[src/logic/jtagDebugPkg.sv]
// Opcodes, data and storage widths, IDCODE constant and shared types of the debug target
`default_nettype none

package jtagDebugPkg;

  // ----------------------------------------
  // Instruction register
  // ----------------------------------------
  // Opcodes 5 and 13 are unused by this target
  typedef enum logic [3:0] {
    BYPASS_OP      = 4'd0,
    IDCODE_OP      = 4'd1,
    READREG_OP     = 4'd2,
    SETREGISTER_OP = 4'd3,
    RUNTEST_OP     = 4'd4,
    SETTEST_OP     = 4'd6,
    WRITEREG_OP    = 4'd7,
    READTXT_OP     = 4'd8,
    SETTXTIDX_OP   = 4'd9,
    WRITETXT_OP    = 4'd10,
    RESETHI_OP     = 4'd11,
    RESETLO_OP     = 4'd12,
    SELTEST_OP     = 4'd14,
    BYPASS_ALT_OP  = 4'd15
  } opcode_t;

  // ----------------------------------------
  // Data register and storage
  // ----------------------------------------
  localparam int DR_WIDTH = 32;
  typedef logic [DR_WIDTH-1:0] drWord_t;
  typedef logic [7:0] textByte_t;

  // Register file and text buffer depths
  localparam int REG_COUNT = 8;
  localparam int TEXT_DEPTH = 32;
  typedef logic [$clog2(REG_COUNT)-1:0] regAddr_t;
  typedef logic [$clog2(TEXT_DEPTH)-1:0] textAddr_t;

  // Test number and wrapping command counter
  typedef logic [3:0] testId_t;
  typedef logic [7:0] cmdCount_t;

  // Device identification word
  localparam drWord_t IDCODE_VALUE = 32'h100011D3;

endpackage

`default_nettype wire

[src/logic/debugIfs.sv]
// Interfaces storePort (memory access) and shiftRegs (shifter registers) with modports
`default_nettype none
`timescale 1ns/1ps

// One access port of a shared storage block
interface storePort #(
  parameter type payload_t = logic [7:0],
  parameter int ADDR_W = 3
);
  logic req;
  logic we;
  logic [ADDR_W-1:0] addr;
  payload_t wdata;
  // Read data, valid in the granted cycle
  payload_t rdata;
  logic gnt;

  modport client (output req, output we, output addr, output wdata, input rdata, input gnt);
  modport store (input req, input we, input addr, input wdata, output rdata, output gnt);
endinterface

// Registers owned by the data shifter, read by the executor
interface shiftRegs;
  import jtagDebugPkg::*;

  drWord_t shiftData;
  regAddr_t regIndex;
  textAddr_t textIndex;
  testId_t testSelect;

  modport source (output shiftData, output regIndex, output textIndex, output testSelect);
  modport sink (input shiftData, input regIndex, input textIndex, input testSelect);
endinterface

`default_nettype wire

[src/logic/sharedStore.sv]
// Typed flop-array memory shared by a writer and a reader through a fixed-priority arbiter
`default_nettype none
`timescale 1ns/1ps

module sharedStore #(
  parameter type payload_t = logic [7:0],
  parameter int DEPTH = 8
) (
  input logic clk,
  input logic reset,
  storePort.store writer,
  storePort.store reader
);
  localparam int ADDR_W = $clog2(DEPTH);

  payload_t mem [DEPTH];
  // Entries written since reset, unwritten ones read as zero
  logic [DEPTH-1:0] written;
  logic [ADDR_W-1:0] accessAddr;
  payload_t accessData;

  // ----------------------------------------
  // Arbiter
  // ----------------------------------------
  // Writer side always wins, reader waits
  assign writer.gnt = writer.req;
  assign reader.gnt = reader.req && !writer.req;

  // Single access path into the array
  assign accessAddr = writer.req ? writer.addr : reader.addr;
  assign accessData = written[accessAddr] ? mem[accessAddr] : '0;

  // Same-cycle read data to both sides
  assign writer.rdata = accessData;
  assign reader.rdata = accessData;

  // ----------------------------------------
  // Array
  // ----------------------------------------
  always_ff @(posedge clk)
  begin
    if (writer.gnt && writer.we)
      mem[writer.addr] <= writer.wdata;
    else if (reader.gnt && reader.we)
      mem[reader.addr] <= reader.wdata;
  end

  always_ff @(posedge clk)
  begin
    if (reset)
      written <= '0;
    else if (writer.gnt && writer.we)
      written[writer.addr] <= 1'b1;
    else if (reader.gnt && reader.we)
      written[reader.addr] <= 1'b1;
  end

endmodule

`default_nettype wire

[src/logic/instructionTracker.sv]
// Instruction-register watcher with opcode latch, request counter and soft-reset control
`default_nettype none
`timescale 1ns/1ps

module instructionTracker (
  input logic clk,
  input logic reset,
  input jtagDebugPkg::opcode_t irIn,
  input logic uir,
  output jtagDebugPkg::opcode_t opcode,
  output jtagDebugPkg::cmdCount_t cmdRequested,
  output logic targetReleased
);
  import jtagDebugPkg::*;

  typedef enum logic [1:0] {
    idle,
    newInstruction,
    settle
  } trackState_t;

  trackState_t state;
  // Copy of the instruction seen at detection
  opcode_t irCopy;
  logic isResetOp;
  logic isCounted;

  // Soft-reset opcodes clear the count instead of bumping it
  assign isResetOp = (irCopy == RESETLO_OP) || (irCopy == RESETHI_OP);
  // Bypass codes follow every instruction and are not commands
  assign isCounted = (irCopy != BYPASS_OP) && (irCopy != BYPASS_ALT_OP) && !isResetOp;

  always_ff @(posedge clk)
  begin
    if (state == idle && uir && irIn != opcode)
      irCopy <= irIn;
  end

  always_ff @(posedge clk)
  begin
    if (reset)
    begin
      state <= idle;
      opcode <= BYPASS_OP;
      cmdRequested <= '0;
      targetReleased <= 1'b1;
    end
    else
    begin
      case (state)
        // Wait for a changed instruction with uir high
        idle:
        begin
          if (uir && irIn != opcode)
            state <= newInstruction;
        end
        // Latch it and update the request count
        newInstruction:
        begin
          opcode <= irCopy;
          if (isResetOp)
            cmdRequested <= '0;
          else if (isCounted)
            cmdRequested <= cmdRequested + 1'b1;
          state <= settle;
        end
        // Soft-reset level follows one cycle later
        settle:
        begin
          if (opcode == RESETLO_OP)
            targetReleased <= 1'b0;
          else if (opcode == RESETHI_OP)
            targetReleased <= 1'b1;
          state <= idle;
        end
        default:
          state <= idle;
      endcase
    end
  end

endmodule

`default_nettype wire

[src/logic/dataShifter.sv]
// Data shift register with capture reads, update-DR index registers and tdo output mux
`default_nettype none
`timescale 1ns/1ps

module dataShifter (
  input logic clk,
  input logic reset,
  input jtagDebugPkg::opcode_t opcode,
  input jtagDebugPkg::opcode_t irIn,
  input logic cdr,
  input logic sdr,
  input logic udr,
  input logic tdi,
  output logic tdo,
  storePort.client regRead,
  storePort.client textRead,
  shiftRegs.source regs
);
  import jtagDebugPkg::*;

  // Capture reads waiting for a grant
  logic regPending;
  logic textPending;
  logic regLoad;
  logic textLoad;

  // ----------------------------------------
  // Capture read ports
  // ----------------------------------------
  // Read only, address straight from the index registers
  assign regRead.req = regPending;
  assign regRead.we = 1'b0;
  assign regRead.addr = regs.regIndex;
  assign regRead.wdata = '0;

  assign textRead.req = textPending;
  assign textRead.we = 1'b0;
  assign textRead.addr = regs.textIndex;
  assign textRead.wdata = '0;

  assign regLoad = regPending && regRead.gnt;
  assign textLoad = textPending && textRead.gnt;

  // Request held until the arbiter grants it
  always_ff @(posedge clk)
  begin
    if (reset)
    begin
      regPending <= 1'b0;
      textPending <= 1'b0;
    end
    else
    begin
      if (cdr && opcode == READREG_OP)
        regPending <= 1'b1;
      else if (regLoad)
        regPending <= 1'b0;
      if (cdr && opcode == READTXT_OP)
        textPending <= 1'b1;
      else if (textLoad)
        textPending <= 1'b0;
    end
  end

  // ----------------------------------------
  // Shift register
  // ----------------------------------------
  always_ff @(posedge clk)
  begin
    if (reset)
      regs.shiftData <= '0;
    else if (regLoad)
      regs.shiftData <= regRead.rdata;
    else if (textLoad)
      // Text byte zero-extended to a full word
      regs.shiftData <= drWord_t'(textRead.rdata);
    else if (cdr && opcode == IDCODE_OP)
      regs.shiftData <= IDCODE_VALUE;
    else if (sdr)
      // New bit enters at the top, LSB leaves first
      regs.shiftData <= {tdi, regs.shiftData[DR_WIDTH-1:1]};
  end

  // Update-DR loads the index registers from the low bits
  always_ff @(posedge clk)
  begin
    if (reset)
    begin
      regs.regIndex <= '0;
      regs.textIndex <= '0;
      regs.testSelect <= '0;
    end
    else if (udr)
    begin
      case (opcode)
        SETREGISTER_OP: regs.regIndex <= regs.shiftData[$bits(regAddr_t)-1:0];
        SETTXTIDX_OP: regs.textIndex <= regs.shiftData[$bits(textAddr_t)-1:0];
        SETTEST_OP: regs.testSelect <= regs.shiftData[$bits(testId_t)-1:0];
        default: ;
      endcase
    end
  end

  // Alternate bypass code loops tdi straight to tdo
  assign tdo = (irIn == BYPASS_ALT_OP) ? tdi : regs.shiftData[0];

endmodule

`default_nettype wire

[src/logic/commandExecutor.sv]
// Command FSM with storage writes, test select and run, and run-button debounce
`default_nettype none
`timescale 1ns/1ps

module commandExecutor #(
  parameter int DEBOUNCE_CYCLES = 1250000
) (
  input logic clk,
  input logic reset,
  input logic targetReleased,
  input jtagDebugPkg::opcode_t opcode,
  input jtagDebugPkg::cmdCount_t cmdRequested,
  input logic runButtonN,
  shiftRegs.sink regs,
  storePort.client regWrite,
  storePort.client textWrite,
  output jtagDebugPkg::cmdCount_t cmdDone,
  output logic testRun,
  output jtagDebugPkg::testId_t selectedTest,
  output jtagDebugPkg::testId_t lastSelectedTest,
  output logic debounceActive
);
  import jtagDebugPkg::*;

  localparam int CNT_W = (DEBOUNCE_CYCLES > 1) ? $clog2(DEBOUNCE_CYCLES) : 1;

  typedef enum logic [2:0] {
    trigReset,
    trigCheckManual,
    trigManualRun,
    trigManualDebounce,
    trigCheckCommand,
    trigExecute,
    trigResetRun
  } trigState_t;

  trigState_t state;
  logic [CNT_W-1:0] debounceCount;
  // Two-flop synchronizer for the button
  logic [1:0] buttonSync;
  logic buttonPressed;
  logic executing;

  assign buttonPressed = !buttonSync[1];
  assign executing = (state == trigExecute);

  always_ff @(posedge clk)
  begin
    if (reset)
      buttonSync <= 2'b11;
    else
      buttonSync <= {buttonSync[0], runButtonN};
  end

  // ----------------------------------------
  // Storage writes
  // ----------------------------------------
  // One-cycle writes, always granted
  assign regWrite.req = executing && (opcode == WRITEREG_OP);
  assign regWrite.we = 1'b1;
  assign regWrite.addr = regs.regIndex;
  assign regWrite.wdata = regs.shiftData;

  assign textWrite.req = executing && (opcode == WRITETXT_OP);
  assign textWrite.we = 1'b1;
  assign textWrite.addr = regs.textIndex;
  assign textWrite.wdata = regs.shiftData[$bits(textByte_t)-1:0];

  // ----------------------------------------
  // Trigger FSM
  // ----------------------------------------
  always_ff @(posedge clk)
  begin
    if (reset)
    begin
      state <= trigReset;
      cmdDone <= '0;
      testRun <= 1'b0;
      selectedTest <= '0;
      lastSelectedTest <= '0;
      debounceActive <= 1'b0;
      debounceCount <= '0;
    end
    else if (!targetReleased)
    begin
      // Held by soft reset
      state <= trigReset;
      cmdDone <= '0;
      lastSelectedTest <= '0;
      testRun <= 1'b0;
    end
    else
    begin
      // testRun is a single-cycle pulse
      testRun <= 1'b0;
      case (state)
        trigReset:
        begin
          cmdDone <= '0;
          debounceActive <= 1'b0;
          debounceCount <= '0;
          state <= trigCheckManual;
        end
        trigCheckManual:
        begin
          // Button ignored while debounce runs
          if (debounceActive)
            state <= trigManualDebounce;
          else if (buttonPressed)
            state <= trigManualRun;
          else
            state <= trigCheckCommand;
        end
        trigManualRun:
        begin
          debounceActive <= 1'b1;
          testRun <= 1'b1;
          state <= trigCheckCommand;
        end
        trigManualDebounce:
        begin
          // Counts once per visit
          if (debounceCount == CNT_W'(DEBOUNCE_CYCLES - 1))
          begin
            debounceActive <= 1'b0;
            debounceCount <= '0;
          end
          else
            debounceCount <= debounceCount + 1'b1;
          state <= trigCheckCommand;
        end
        trigCheckCommand:
        begin
          if (cmdRequested != cmdDone)
            state <= trigExecute;
          else
            state <= trigCheckManual;
        end
        trigExecute:
        begin
          cmdDone <= cmdRequested;
          // Memory writes happen through the ports this cycle
          if (opcode == SELTEST_OP || opcode == RUNTEST_OP)
          begin
            selectedTest <= regs.testSelect;
            lastSelectedTest <= regs.testSelect;
          end
          if (opcode == RUNTEST_OP)
          begin
            testRun <= 1'b1;
            state <= trigResetRun;
          end
          else
            state <= trigCheckManual;
        end
        trigResetRun:
        begin
          // Run launched, selection drops back
          selectedTest <= '0;
          state <= trigCheckManual;
        end
        default:
          state <= trigReset;
      endcase
    end
  end

endmodule

`default_nettype wire

[src/logic/jtagDebugTop.sv]
// Debug target top level with plain ports, interface instances and submodule wiring
`default_nettype none
`timescale 1ns/1ps

module jtagDebugTop #(
  parameter int DEBOUNCE_CYCLES = 1250000
) (
  input logic clk,
  input logic reset,
  input jtagDebugPkg::opcode_t irIn,
  input logic uir,
  input logic cdr,
  input logic sdr,
  input logic udr,
  input logic tdi,
  output logic tdo,
  input logic runButtonN,
  output logic testRun,
  output jtagDebugPkg::testId_t selectedTest,
  output jtagDebugPkg::testId_t lastSelectedTest,
  output jtagDebugPkg::cmdCount_t cmdRequested,
  output jtagDebugPkg::cmdCount_t cmdDone,
  output logic debounceActive,
  output logic targetReleased
);
  import jtagDebugPkg::*;

  // Latched instruction shared by shifter and executor
  opcode_t opcode;

  // ----------------------------------------
  // Interface instances
  // ----------------------------------------
  storePort #(.payload_t(drWord_t), .ADDR_W($bits(regAddr_t))) regWritePort ();
  storePort #(.payload_t(drWord_t), .ADDR_W($bits(regAddr_t))) regReadPort ();
  storePort #(.payload_t(textByte_t), .ADDR_W($bits(textAddr_t))) textWritePort ();
  storePort #(.payload_t(textByte_t), .ADDR_W($bits(textAddr_t))) textReadPort ();
  shiftRegs regsBus ();

  instructionTracker tracker_i (
    .clk(clk),
    .reset(reset),
    .irIn(irIn),
    .uir(uir),
    .opcode(opcode),
    .cmdRequested(cmdRequested),
    .targetReleased(targetReleased)
  );

  dataShifter shifter_i (
    .clk(clk),
    .reset(reset),
    .opcode(opcode),
    .irIn(irIn),
    .cdr(cdr),
    .sdr(sdr),
    .udr(udr),
    .tdi(tdi),
    .tdo(tdo),
    .regRead(regReadPort.client),
    .textRead(textReadPort.client),
    .regs(regsBus.source)
  );

  commandExecutor #(.DEBOUNCE_CYCLES(DEBOUNCE_CYCLES)) executor_i (
    .clk(clk),
    .reset(reset),
    .targetReleased(targetReleased),
    .opcode(opcode),
    .cmdRequested(cmdRequested),
    .runButtonN(runButtonN),
    .regs(regsBus.sink),
    .regWrite(regWritePort.client),
    .textWrite(textWritePort.client),
    .cmdDone(cmdDone),
    .testRun(testRun),
    .selectedTest(selectedTest),
    .lastSelectedTest(lastSelectedTest),
    .debounceActive(debounceActive)
  );

  // Register file, executor writes and capture reads
  sharedStore #(.payload_t(drWord_t), .DEPTH(REG_COUNT)) regFile_i (
    .clk(clk),
    .reset(reset),
    .writer(regWritePort.store),
    .reader(regReadPort.store)
  );

  // Text buffer, one byte per entry
  sharedStore #(.payload_t(textByte_t), .DEPTH(TEXT_DEPTH)) textBuf_i (
    .clk(clk),
    .reset(reset),
    .writer(textWritePort.store),
    .reader(textReadPort.store)
  );

endmodule

`default_nettype wire

[config.mk]
export PLATFORM = sky130hd
export DESIGN_NAME = jtagDebugTop
export DESIGN_NICKNAME = d
export VERILOG_FILES = /design/src/logic/jtagDebugPkg.sv /design/src/logic/debugIfs.sv /design/src/logic/sharedStore.sv /design/src/logic/instructionTracker.sv /design/src/logic/dataShifter.sv /design/src/logic/commandExecutor.sv /design/src/logic/jtagDebugTop.sv
export SDC_FILE = /design/constraint.sdc
export NUM_CORES = 1
export LEC_CHECK = 0
export BUFFER_PORTS_ARGS = -buffer_cell sky130_fd_sc_hd__buf_4
export CAP_MARGIN = 20
export CORE_ASPECT_RATIO = 1.75
export CORE_MARGIN = 2
export CORE_UTILIZATION = 35
export DETAILED_ROUTE_END_ITERATION = 16
export SLEW_MARGIN = 20
export SYNTH_ARGS = -nofsm -noshare
export SYNTH_HDL_FRONTEND = slang
export SYNTH_SLANG_ARGS = --single-unit
[constraint.sdc]
create_clock -name clk -period 4.6 [get_ports clk]
set_clock_uncertainty 0.1 [all_clocks]
set_input_delay 0.23 -clock clk [delete_from_list [all_inputs] [get_ports clk]]
set_output_delay 0.23 -clock clk [all_outputs]
set_load 0.005 [all_outputs]
=== After elaboration in Yosys (flattened, before gate mapping) ===
Memory sizes are Yosys's and may differ from the RTL's. A register that Yosys moved wholly into a read port is not among the register bits.
Cells that the tools add are included.

* Memories kept: 2
* RAM bits: 512
* Flip-flop bits (word level): 149
* Output and inout port bits: 28
* Word-level logic and storage cells: 154
* Bits of input ports: 12

* Equal/unequal tests: 30
* $lt $le $gt $ge: 4
* Reductions and logical operators: 45
* Bitwise gates (word level): 3
* Multiplexer cells: 47
* $add $sub $neg: 2

{| class="wikitable"
|+ Memory list
! memory !! words !! width !! read ports !! clocked after Yosys merged registers in !! write ports !! RTL line !! text
|-
| regFile_i.mem || 8 || 32 || 1 || 1 || 1 || sharedStore.sv:16 || <nowiki>payload_t mem [DEPTH];</nowiki>
|-
| textBuf_i.mem || 32 || 8 || 1 || 1 || 1 || sharedStore.sv:16 ||
|}

{| class="wikitable"
|+ Operators with widths
! operator !! count
|-
| $mux W32 || 5
|-
| $pmux W21 S2 || 1
|-
| $eq A4 B4 Y1 const B || 9
|-
| $or A32 B32 Y32 || 1
|-
| $mux W8 || 3
|-
| $add A21 B1 Y21 const B || 1
|-
| $eq A21 B21 Y1 const B || 1
|-
| $mux W21 || 1
|-
| $mux W3 || 6
|-
| $mux W1 || 17
|-
| $logic_and A1 B1 Y1 || 16
|-
| $pmux W8 S2 || 1
|-
| $pmux W3 S5 || 1
|-
| $reduce_and A2 Y1 || 7
|-
| $reduce_bool A2 Y1 || 7
|-
| $eq A4 B3 Y1 const B || 3
|-
| $mux W5 || 2
|-
| $eq A3 B3 Y1 const B || 3
|-
| $add A8 B1 Y8 const B || 1
|-
| $eq A4 B2 Y1 const B || 2
|-
| $ne A8 B8 Y1 || 1
|-
| $or A8 B8 Y8 || 1
|-
| $pmux W4 S2 || 1
|-
| $reduce_bool A4 Y1 || 2
|-
| other kinds (30) || 38
|}

=== Longest topological paths before layout ===
Gate-level depths: netlist of the first run.

* Depth in word-level cells: 7
* Mapped depth: 8
* Gate-level depth less buffers: 7

=== Modules after synthesis ===
A second synthesis of the first run with hierarchy kept.

* Cells, all modules: 2691
* Area total of the unflattened synthesis: 31231.2 um2

{| class="wikitable"
|+ Modules (own cells, without submodules)
! module !! times used !! area an instance (um2) !! cells each !! sequential area each (um2)
|-
| sharedStore at textBuf_i || 1 || 14108.5 || 1249 || 8328.0
|-
| sharedStore at regFile_i || 1 || 10973.0 || 728 || 7847.5
|-
| commandExecutor || 1 || 2757.6 || 322 || 880.8
|-
| dataShifter || 1 || 2552.4 || 309 || 920.9
|-
| instructionTracker || 1 || 839.6 || 83 || 420.4
|}

=== Least setup slack after synthesis of the first run ===
OpenSTA, ideal clock, no wires.

* Path kind: flip-flop to flip-flop
* From: register tracker_i.opcode[1]
* To: memory regFile_i.mem[0][0] (netlist bit) (enable)
* Required time: 4.036 ns
* Library setup time: 0.464 ns
* Stages on the path, launching flop included: 5
* Path buffers: 1
* Data arrival time: 3.382 ns
* Period minus slack after synthesis: 3.946 ns
* Slack: 0.654 ns
* Cell sequence: dfxtp_1 -> buf_4 -> nand4b_1 -> or3_1 -> nor3_1

* Longest elaborated chain between the ends: 4

{| class="wikitable"
|+ RTL lines
! item !! RTL line !! text
|-
| start, declared || instructionTracker.sv:10 || <nowiki>output jtagDebugPkg::opcode_t opcode,</nowiki>
|-
| start signal, assigned || instructionTracker.sv:60 || <nowiki>opcode <= irCopy;</nowiki>
|-
| $eq A4 B3 Y1 || commandExecutor.sv:59 || <nowiki>assign regWrite.req = executing && (opcode == WRITEREG_OP);</nowiki>
|-
| $logic_and A1 B1 Y1 || commandExecutor.sv:59 ||
|-
| $mux W1 || sharedStore.sv:42 || <nowiki>if (writer.gnt && writer.we)</nowiki>
|-
| $mux W1 (implied by the code) || sharedStore.sv:43 || <nowiki>mem[writer.addr] <= writer.wdata;</nowiki>
|-
| end, declared || sharedStore.sv:16 ||
|}

No other way between the ends.

=== Worst setup path after layout of the first run ===
* From: register executor_i.state[0]
* To: memory textBuf_i.mem[17][2] (netlist bit) (enable)

* Longest elaborated chain between the ends: 4

{| class="wikitable"
|+ RTL lines
! item !! RTL line !! text
|-
| start, declared || commandExecutor.sv:37 || <nowiki>trigState_t state;</nowiki>
|-
| start signal, assigned || commandExecutor.sv:76 || <nowiki>state <= trigReset;</nowiki>
|-
| start signal, assigned || commandExecutor.sv:87 || <nowiki>state <= trigReset;</nowiki>
|-
| start signal, assigned || commandExecutor.sv:102 || <nowiki>state <= trigCheckManual;</nowiki>
|-
| $eq A3 B3 Y1 || commandExecutor.sv:45 || <nowiki>assign executing = (state == trigExecute);</nowiki>
|-
| $logic_and A1 B1 Y1 || commandExecutor.sv:64 || <nowiki>assign textWrite.req = executing && (opcode == WRITETXT_OP);</nowiki>
|-
| $mux W1 || sharedStore.sv:42 ||
|-
| $mux W1 (implied by the code) || sharedStore.sv:43 ||
|-
| end, declared || sharedStore.sv:16 ||
|}

No other way between the ends.

==> results of run 1 <==
## stage by stage
stage	setup WS [ns]	instances
final	1.526	2596
after CTS	1.531	2596
after floorplan	0.6542	1554
after global routing	1.330	2596
after detailed placement	1.562	2482
after global placement	1.618	2480
## final timing paths
check | end | depth (start not counted)
min reg2reg | executor_i.buttonSync[1] | 1
min | shifter_i.regRead.addr[0] | 4
max reg2reg | textBuf_i.mem[17][2] | 4
max | textBuf_i.mem[17][2] | 4
## layer usage
layer / track usage / vias up / routed length (um)
met1: 0.1657 / 7166 / 21950
li1: - / 6197 / -
met5: 0 / - / 0
met3: 0.01714 / 112 / 1734
met2: 0.2968 / 294 / 32790
met4: 0.06490 / 0 / 2346
## registers in the layout, indices dropped and copies added (netlist names), 3 cells and up, named ones only
signal,cells
regFile_i.mem,256
textBuf_i.mem,256
shifter_i.regs.shiftData,32
textBuf_i.written,32
executor_i.debounceCount,21
executor_i.cmdDone,8
regFile_i.written,8
tracker_i.cmdRequested,8
shifter_i.regs.textIndex,5
executor_i.lastSelectedTest,4
executor_i.selectedTest,4
shifter_i.regs.testSelect,4
tracker_i.irCopy,4
tracker_i.opcode,4
executor_i.state,3
shifter_i.regRead.addr,3
## critical path: cells and delay by family, from the launching register on
family,cells,cell delay [ns]
DFF,1,0.52
and+or+nand+nor,4,2.08
## what timing repair did
action / CTS / global route
setup buffers: 0 / 0
endpoints found under the hold margin: 17 / 0
hold buffers: 9 / 0
## Yosys cell counts (9+ instances only)
cell	number	area, um^2
a21oi_1	22	110.1
mux4_1	14	367.9
nand3_1	20	100.1
buf_4	10	75.07
o22ai_1	60	375.4
o21ai_0	34	170.2
edfxtp_1	516	15490
nand3b_1	9	67.56
nor2_1	224	840.8
dfxtp_1	153	3063
mux2i_1	61	610.6
nand2_1	29	108.9
nand4_1	14	87.58
xnor2_1	17	148.9
clkbuf_1	33	123.9
buf_6	9	101.4
xor2_1	21	183.9
o21ai_1	10	50.05
inv_1	9	33.78
mux4_2	118	2658
buf_2	24	120.1
o21a_1	10	75.07
## power breakdown
group | internal [mW] | switching, mW
Combinational | 0.0935 | 0.207
Clock | 3.10 | 2.19
Sequential | 6.57 | 0.101
Total | 9.76 | 2.50
## cells by family after synthesis
logic type,count (synthesis)
AO/OA/AOI/OAI,180
adder cells (fa/ha/maj),2
multiplexers,194
AND/OR/NAND/NOR,379
XOR/XNOR,39
buffers and inverters,91
flip-flops,669
## layout by cell type (no fill, tap or decap), types with 5 or more instances in the layout
cell type,netlist,layout
edfxtp_1,516,516
nor2_1,224,218
dfxtp_1,153,145
mux4_2,118,118
buf_4,10,67
mux2i_1,61,61
o22ai_1,60,60
clkbuf_16,0,57
o21ai_0,34,34
nand2_1,29,29
a21oi_1,22,22
xor2_1,21,21
nand3_1,20,20
xnor2_1,17,17
nor2_4,8,14
nand4_1,14,14
mux4_1,14,14
bufinv_16,0,14
o21ai_1,10,10
o21a_1,10,10
clkinv_2,0,10
nand3b_1,9,9
inv_1,9,9
dlygate4sd3_1,0,9
and3_1,8,8
a22o_1,8,8
a22oi_1,8,8
clkinv_1,0,8
nor4_1,7,7
dfxtp_2,0,6
clkinvlp_4,0,6
or3_1,5,5
nor2b_1,5,5
nor2_2,5,5
a32oi_1,5,5
o221ai_1,5,5
## layout make-up
class | instances | share of cell area
clock buffer | 63 | 0.04960
clock inverter | 42 | 0.01998
inverter | 10 | 0.001267
multi-input combinational | 794 | 0.2394
sequential | 669 | 0.6271
tap | 938 | 0.03963
timing repair buffer | 80 | 0.02298
==> impl_metrics.py, run 1 <==
metrics = {
    "timing": {
        "drv_slew": 0,
        "fmax_mhz": 325.4,
        "fin_setup_tns_ns": 0,
        "worst_slew_pin_slew_ns": 1.080,
        "setup_violations": 0,
        "slew_headroom": 0.2800,
        "rsz0062_at_grt": "no",
        "timing.hold.ws_ns": 0.09429,
        "period_share": 0.6682,
        "min_period_ns": 3.074,
        "finalHoldViolations": 0,
    },
    "yosys": {
        "synthMuxAreaShare": 0.1397,
        "synth_ff_type": "edfxtp_1",
        "synth_xor_area_frac": 0.01338,
        "synth-seq-cells": 669,
        "netlist_area_mm2": 0.02610,
        "async_reset_ff_frac": 0,
        "synthSimpleGateAreaFrac": 0.07066,
        "syn-num-nets": 1568,
        "synth_warnings": 0,
        "ys_types": 75,
        "synth_top_family_by_area": "multiplexers",
        "yosysSeqAreaShare": 0.7111,
        "syn_inst": 1554,
        "synthAdderAreaFrac": 0.0009588,
        "synth_edf_count": 516,
        "synth_compound_area_frac": 0.04482,
        "avgSynthCellArea_um2": 16.79,
    },
    "worst_setup_path": {
        "endpoint_kind": "flop",
        "slowest_delay_ns": 0.82,
        "r2r_slack_ns": 1.53,
        "path_common_cell": "nor2_1",
        "r2r-start": "executor_i.state[0]",
        "critPathLaunch": "executor_i.state[0]",
        "crit_arrival_ns": 3.22,
        "critical_path.max_fanout": 9,
        "crit_type": "reg -> reg",
        "critPathSlowestCell": "nor2_1",
        "crit_chain": "nand4b_1 -> nor2_1 -> nand3b_1 -> nor2_1",
        "start_kind": "flop",
        "cp.required_ns": 4.74,
    },
    "final_layout": {
        "multi_input_area_mm2": 0.007091,
        "area_growth_syn_to_layout_pct": 13.48,
        "nets": 1625,
        "diodes": 0,
        "drive_above_1_share": 0.2014,
        "finalInstanceArea_mm2": 0.02962,
        "seq_area_mm2": 0.01857,
        "fill_cells": 6636,
        "fin_util": 0.4003,
    },
    "clocking": {
        "cts_buffers": 56,
        "cts-root-buf": "clkbuf_16",
        "cts_num_sinks": 669,
        "clockBufferDepth": 3,
        "clkSlewWorstSetupHoldPaths_ns": 0.07,
        "ctsResizeCount": 0,
        "clk_latency_ns": 0.61,
        "cts.htree.levels": 2,
        "cts_tree": "built",
    },
    "placement": {
        "dp_hpwl_mm": 36.80,
        "place.gp.congestion": 0.8268,
        "io_buffers": 39,
        "place_area_mm2": 0.02747,
    },
    "grt": {
        "grt_pass1_vias": 14685,
        "grt.overflow.total": 0,
        "antenna_found_initial": 0,
        "grt_pass1_wl_mm": 89.03,
        "grt_use_total": 0.1525,
        "grt_max_degree": 80,
    },
    "worst_hold_path": {
        "hp-class": "in -> reg",
        "hold_start": "udr",
    },
    "die": {
        "std_cell_rows": 132,
        "die-area_mm2": 0.07685,
        "die_x_um": 210.4,
        "ioPinCount": 40,
        "core_area_mm2": 0.07399,
        "start_util": 0.3527,
        "fp.dieH_um": 365.2,
    },
    "power": {
        "leakagePower_nw": 9.387,
        "pwr_density_cell_mw_per_mm2": 413.9,
        "irDropWorstVdd_mv": 0.2650,
        "p_total_mw": 12.26,
    },
    "routing": {
        "drc": 0,
        "drt_pass1_iterations": 5,
        "vias_per_cell": 5.304,
        "vias": 13769,
        "routed_wl_mm": 58.83,
        "ant_nets": 0,
        "wl_per_cell_um": 22.66,
        "initialDrtViolationCount": 969,
    },
    "job": {
        "cap_violations": 0,
    },
    "run_status": {
        "status": "finished clean",
    },
}
Power figures use the tool's default switching activity.
==> run 2, diff against run 1 <==
==> constraint.sdc (replaced) <==
create_clock -name clk -period 2.9 [get_ports clk]
set_clock_uncertainty 0.1 [all_clocks]
set_input_delay 0.145 -clock clk [delete_from_list [all_inputs] [get_ports clk]]
set_output_delay 0.145 -clock clk [all_outputs]
set_load 0.005 [all_outputs]
==> impl_metrics.py, run 2 (synthesized netlist as in run 1, its figures left out) <==
metrics = {
    "job": {
        "cap_violations": 0,
    },
    "placement": {
        "place.gp.congestion": 0.8181,
        "placed_cells": 2538,
        "dp_slack_ns": 0.2382,
        "dp_hpwl_mm": 38.33,
        "io_buffers": 39,
    },
    "worst_setup_path": {
        "r2r-start": "shifter_i.regs.textIndex[1]",
        "start_kind": "flop",
        "crit_chain": "mux2i_1 -> o21ai_0 -> nor4_1 -> o221ai_4 -> a21oi_1 -> nor2_1",
        "crit_buf_inv": 0,
        "cp.required_ns": 3.29,
        "cp.depth": 6,
        "rr_worst_depth": 6,
        "crit_type": "reg -> reg",
        "critical_path.max_fanout": 13,
        "critPathSlowestCell": "dfxtp_1",
        "r2r_slack_ns": 0.24,
        "reg2reg_to": "shifter_i.regs.shiftData[5]",
        "slowest_delay_ns": 0.87,
        "endpoint_kind": "flop",
        "crit_arrival_ns": 3.05,
        "cp_top_family": "flip-flops",
    },
    "timing": {
        "fin_setup_tns_ns": 0,
        "setup_violations": 0,
        "finalHoldViolations": 0,
        "fin_ws_ns": 0.2379,
        "rsz0062_at_grt": "no",
        "period_share": 0.9180,
        "drv_slew": 0,
        "slew_headroom": 0.3142,
        "min_period_ns": 2.662,
        "fmax_mhz": 375.6,
        "worst_slew_pin_slew_ns": 1.027,
    },
    "clocking": {
        "cts-root-buf": "clkbuf_16",
        "cts_num_sinks": 669,
        "cts_buffers": 57,
        "clockBufferDepth": 3,
        "clkSlewWorstSetupHoldPaths_ns": 0.07,
        "post-cts-setup-buffer-count": 0,
        "ctsResizeCount": 0,
        "cts.htree.levels": 2,
        "cts_tree": "built",
        "clk_latency_ns": 0.62,
    },
    "routing": {
        "vias": 13913,
        "ant_nets": 0,
        "initialDrtViolationCount": 831,
        "drc": 0,
        "drt_pass1_iterations": 5,
        "wl_per_cell_um": 22.08,
        "routed_wl_mm": 58.73,
        "vias_per_cell": 5.230,
    },
    "die": {
        "ioPinCount": 40,
        "std_cell_rows": 132,
        "start_util": 0.3527,
        "core_area_mm2": 0.07399,
        "die_x_um": 210.4,
        "fp.dieH_um": 365.2,
        "die-area_mm2": 0.07685,
    },
    "final_layout": {
        "biggestRegsByFlops": "regFile_i.mem: 256 flops, textBuf_i.mem: 256 flops",
        "fin_util": 0.4048,
        "area_growth_syn_to_layout_pct": 14.77,
        "nets": 1686,
        "drive_above_1_share": 0.2208,
        "final_cell_mix": "516 x edfxtp_1, 218 x nor2_1, 148 x dfxtp_1",
        "final_common_cell": "edfxtp_1",
        "finalNonFillerCells": 2660,
    },
    "power": {
        "irDropWorstVdd_mv": 0.4529,
        "p_total_mw": 18.74,
        "pwr_density_cell_mw_per_mm2": 625.7,
        "leakagePower_nw": 9.637,
    },
    "worst_hold_path": {
        "hold_path_depth": 2,
        "hp-class": "in -> reg",
        "hold_start": "irIn[1]",
        "holdPathEnd": "tracker_i.irCopy[1]",
    },
    "grt": {
        "grt_use_total": 0.1542,
        "antenna_found_initial": 0,
        "grt_max_degree": 51,
        "grt.overflow.total": 0,
        "grt_pass1_wl_mm": 90.06,
        "grt_pass1_vias": 14772,
    },
    "run_status": {
        "status": "finished clean",
    },
}
[run 2: changes by cell type in the layout (fill, tap and decap cells not counted), moves of 4 or more]
cell	change
buf_4	+50
bufinv_16	-8
clkbuf_1	+12
clkinv_2	+5
dlygate4sd3_1	+4
clkinvlp_4	-5
buf_12	+7
[run 2: area by class of cell]
type / count / area (um^2)
Clock buffer: 76 / 1528
Tap cell: 938 / 1174
Sequential cell: 669 / 18570
Multi-Input combinational cell: 794 / 7103
Inverter: 10 / 37.54
Fill cell: 6658 / 44040
Antenna cell: 1 / 2.502
Clock inverter: 32 / 331.6
Timing Repair Buffer: 140 / 1209
[run 2: how the worst max path moves through the flow]
stage,endpoint,from,slack (ns)
after global routing,shifter_i.regs.shiftData[5],shifter_i.regs.textIndex[1],0.12
final,shifter_i.regs.shiftData[5],shifter_i.regs.textIndex[1],0.24
after detailed placement,shifter_i.regs.shiftData[5],shifter_i.regs.textIndex[1],0.24
after CTS,shifter_i.regs.shiftData[5],shifter_i.regs.textIndex[1],0.21
after global placement,shifter_i.regs.shiftData[3],shifter_i.regs.textIndex[1],0.25
after floorplan,regFile_i.mem[2][0],tracker_i.opcode[1],-0.17
[run 2: stage by stage]
step | area, um^2 | hold slack, ns
2_1_floorplan | 26110 | 0.1439
3_3_place_gp | 27960 | 0.2610
3_5_place_dp | 27960 | 0.2572
4_1_cts | 29950 | 0.1563
5_1_grt | 29950 | 0.1740
6_report | 29950 | 0.1838
[run 2: repair_timing]
action                                 in CTS  in global routing
endpoints found under the hold margin      48                  0
hold buffers                               13                  0
setup endpoints to repair                   0                  0
[run 2: worst register-to-register path: stages (launching register included)]
cell and delay [ns]:
dfxtp_1 0.87, mux2i_1 0.35, o21ai_0 0.12, nor4_1 0.58, o221ai_4 0.25, a21oi_1 0.21, nor2_1 0.07
[run 2: power by group]
part	switching (mW)	internal [mW]	total [mW]
sequential	0.129	10.4	10.5
clock	3.40	4.26	7.66
combinational	0.358	0.174	0.532
[run 2: routing by layer]
metal  GRT usage  vias up  part of all wire
met4     0.06421        0             0.041
li1            -     6314                 -
met3     0.01706      110             0.031
met2      0.3026      255              0.56
met5           0        -                 0
met1      0.1660     7234              0.37
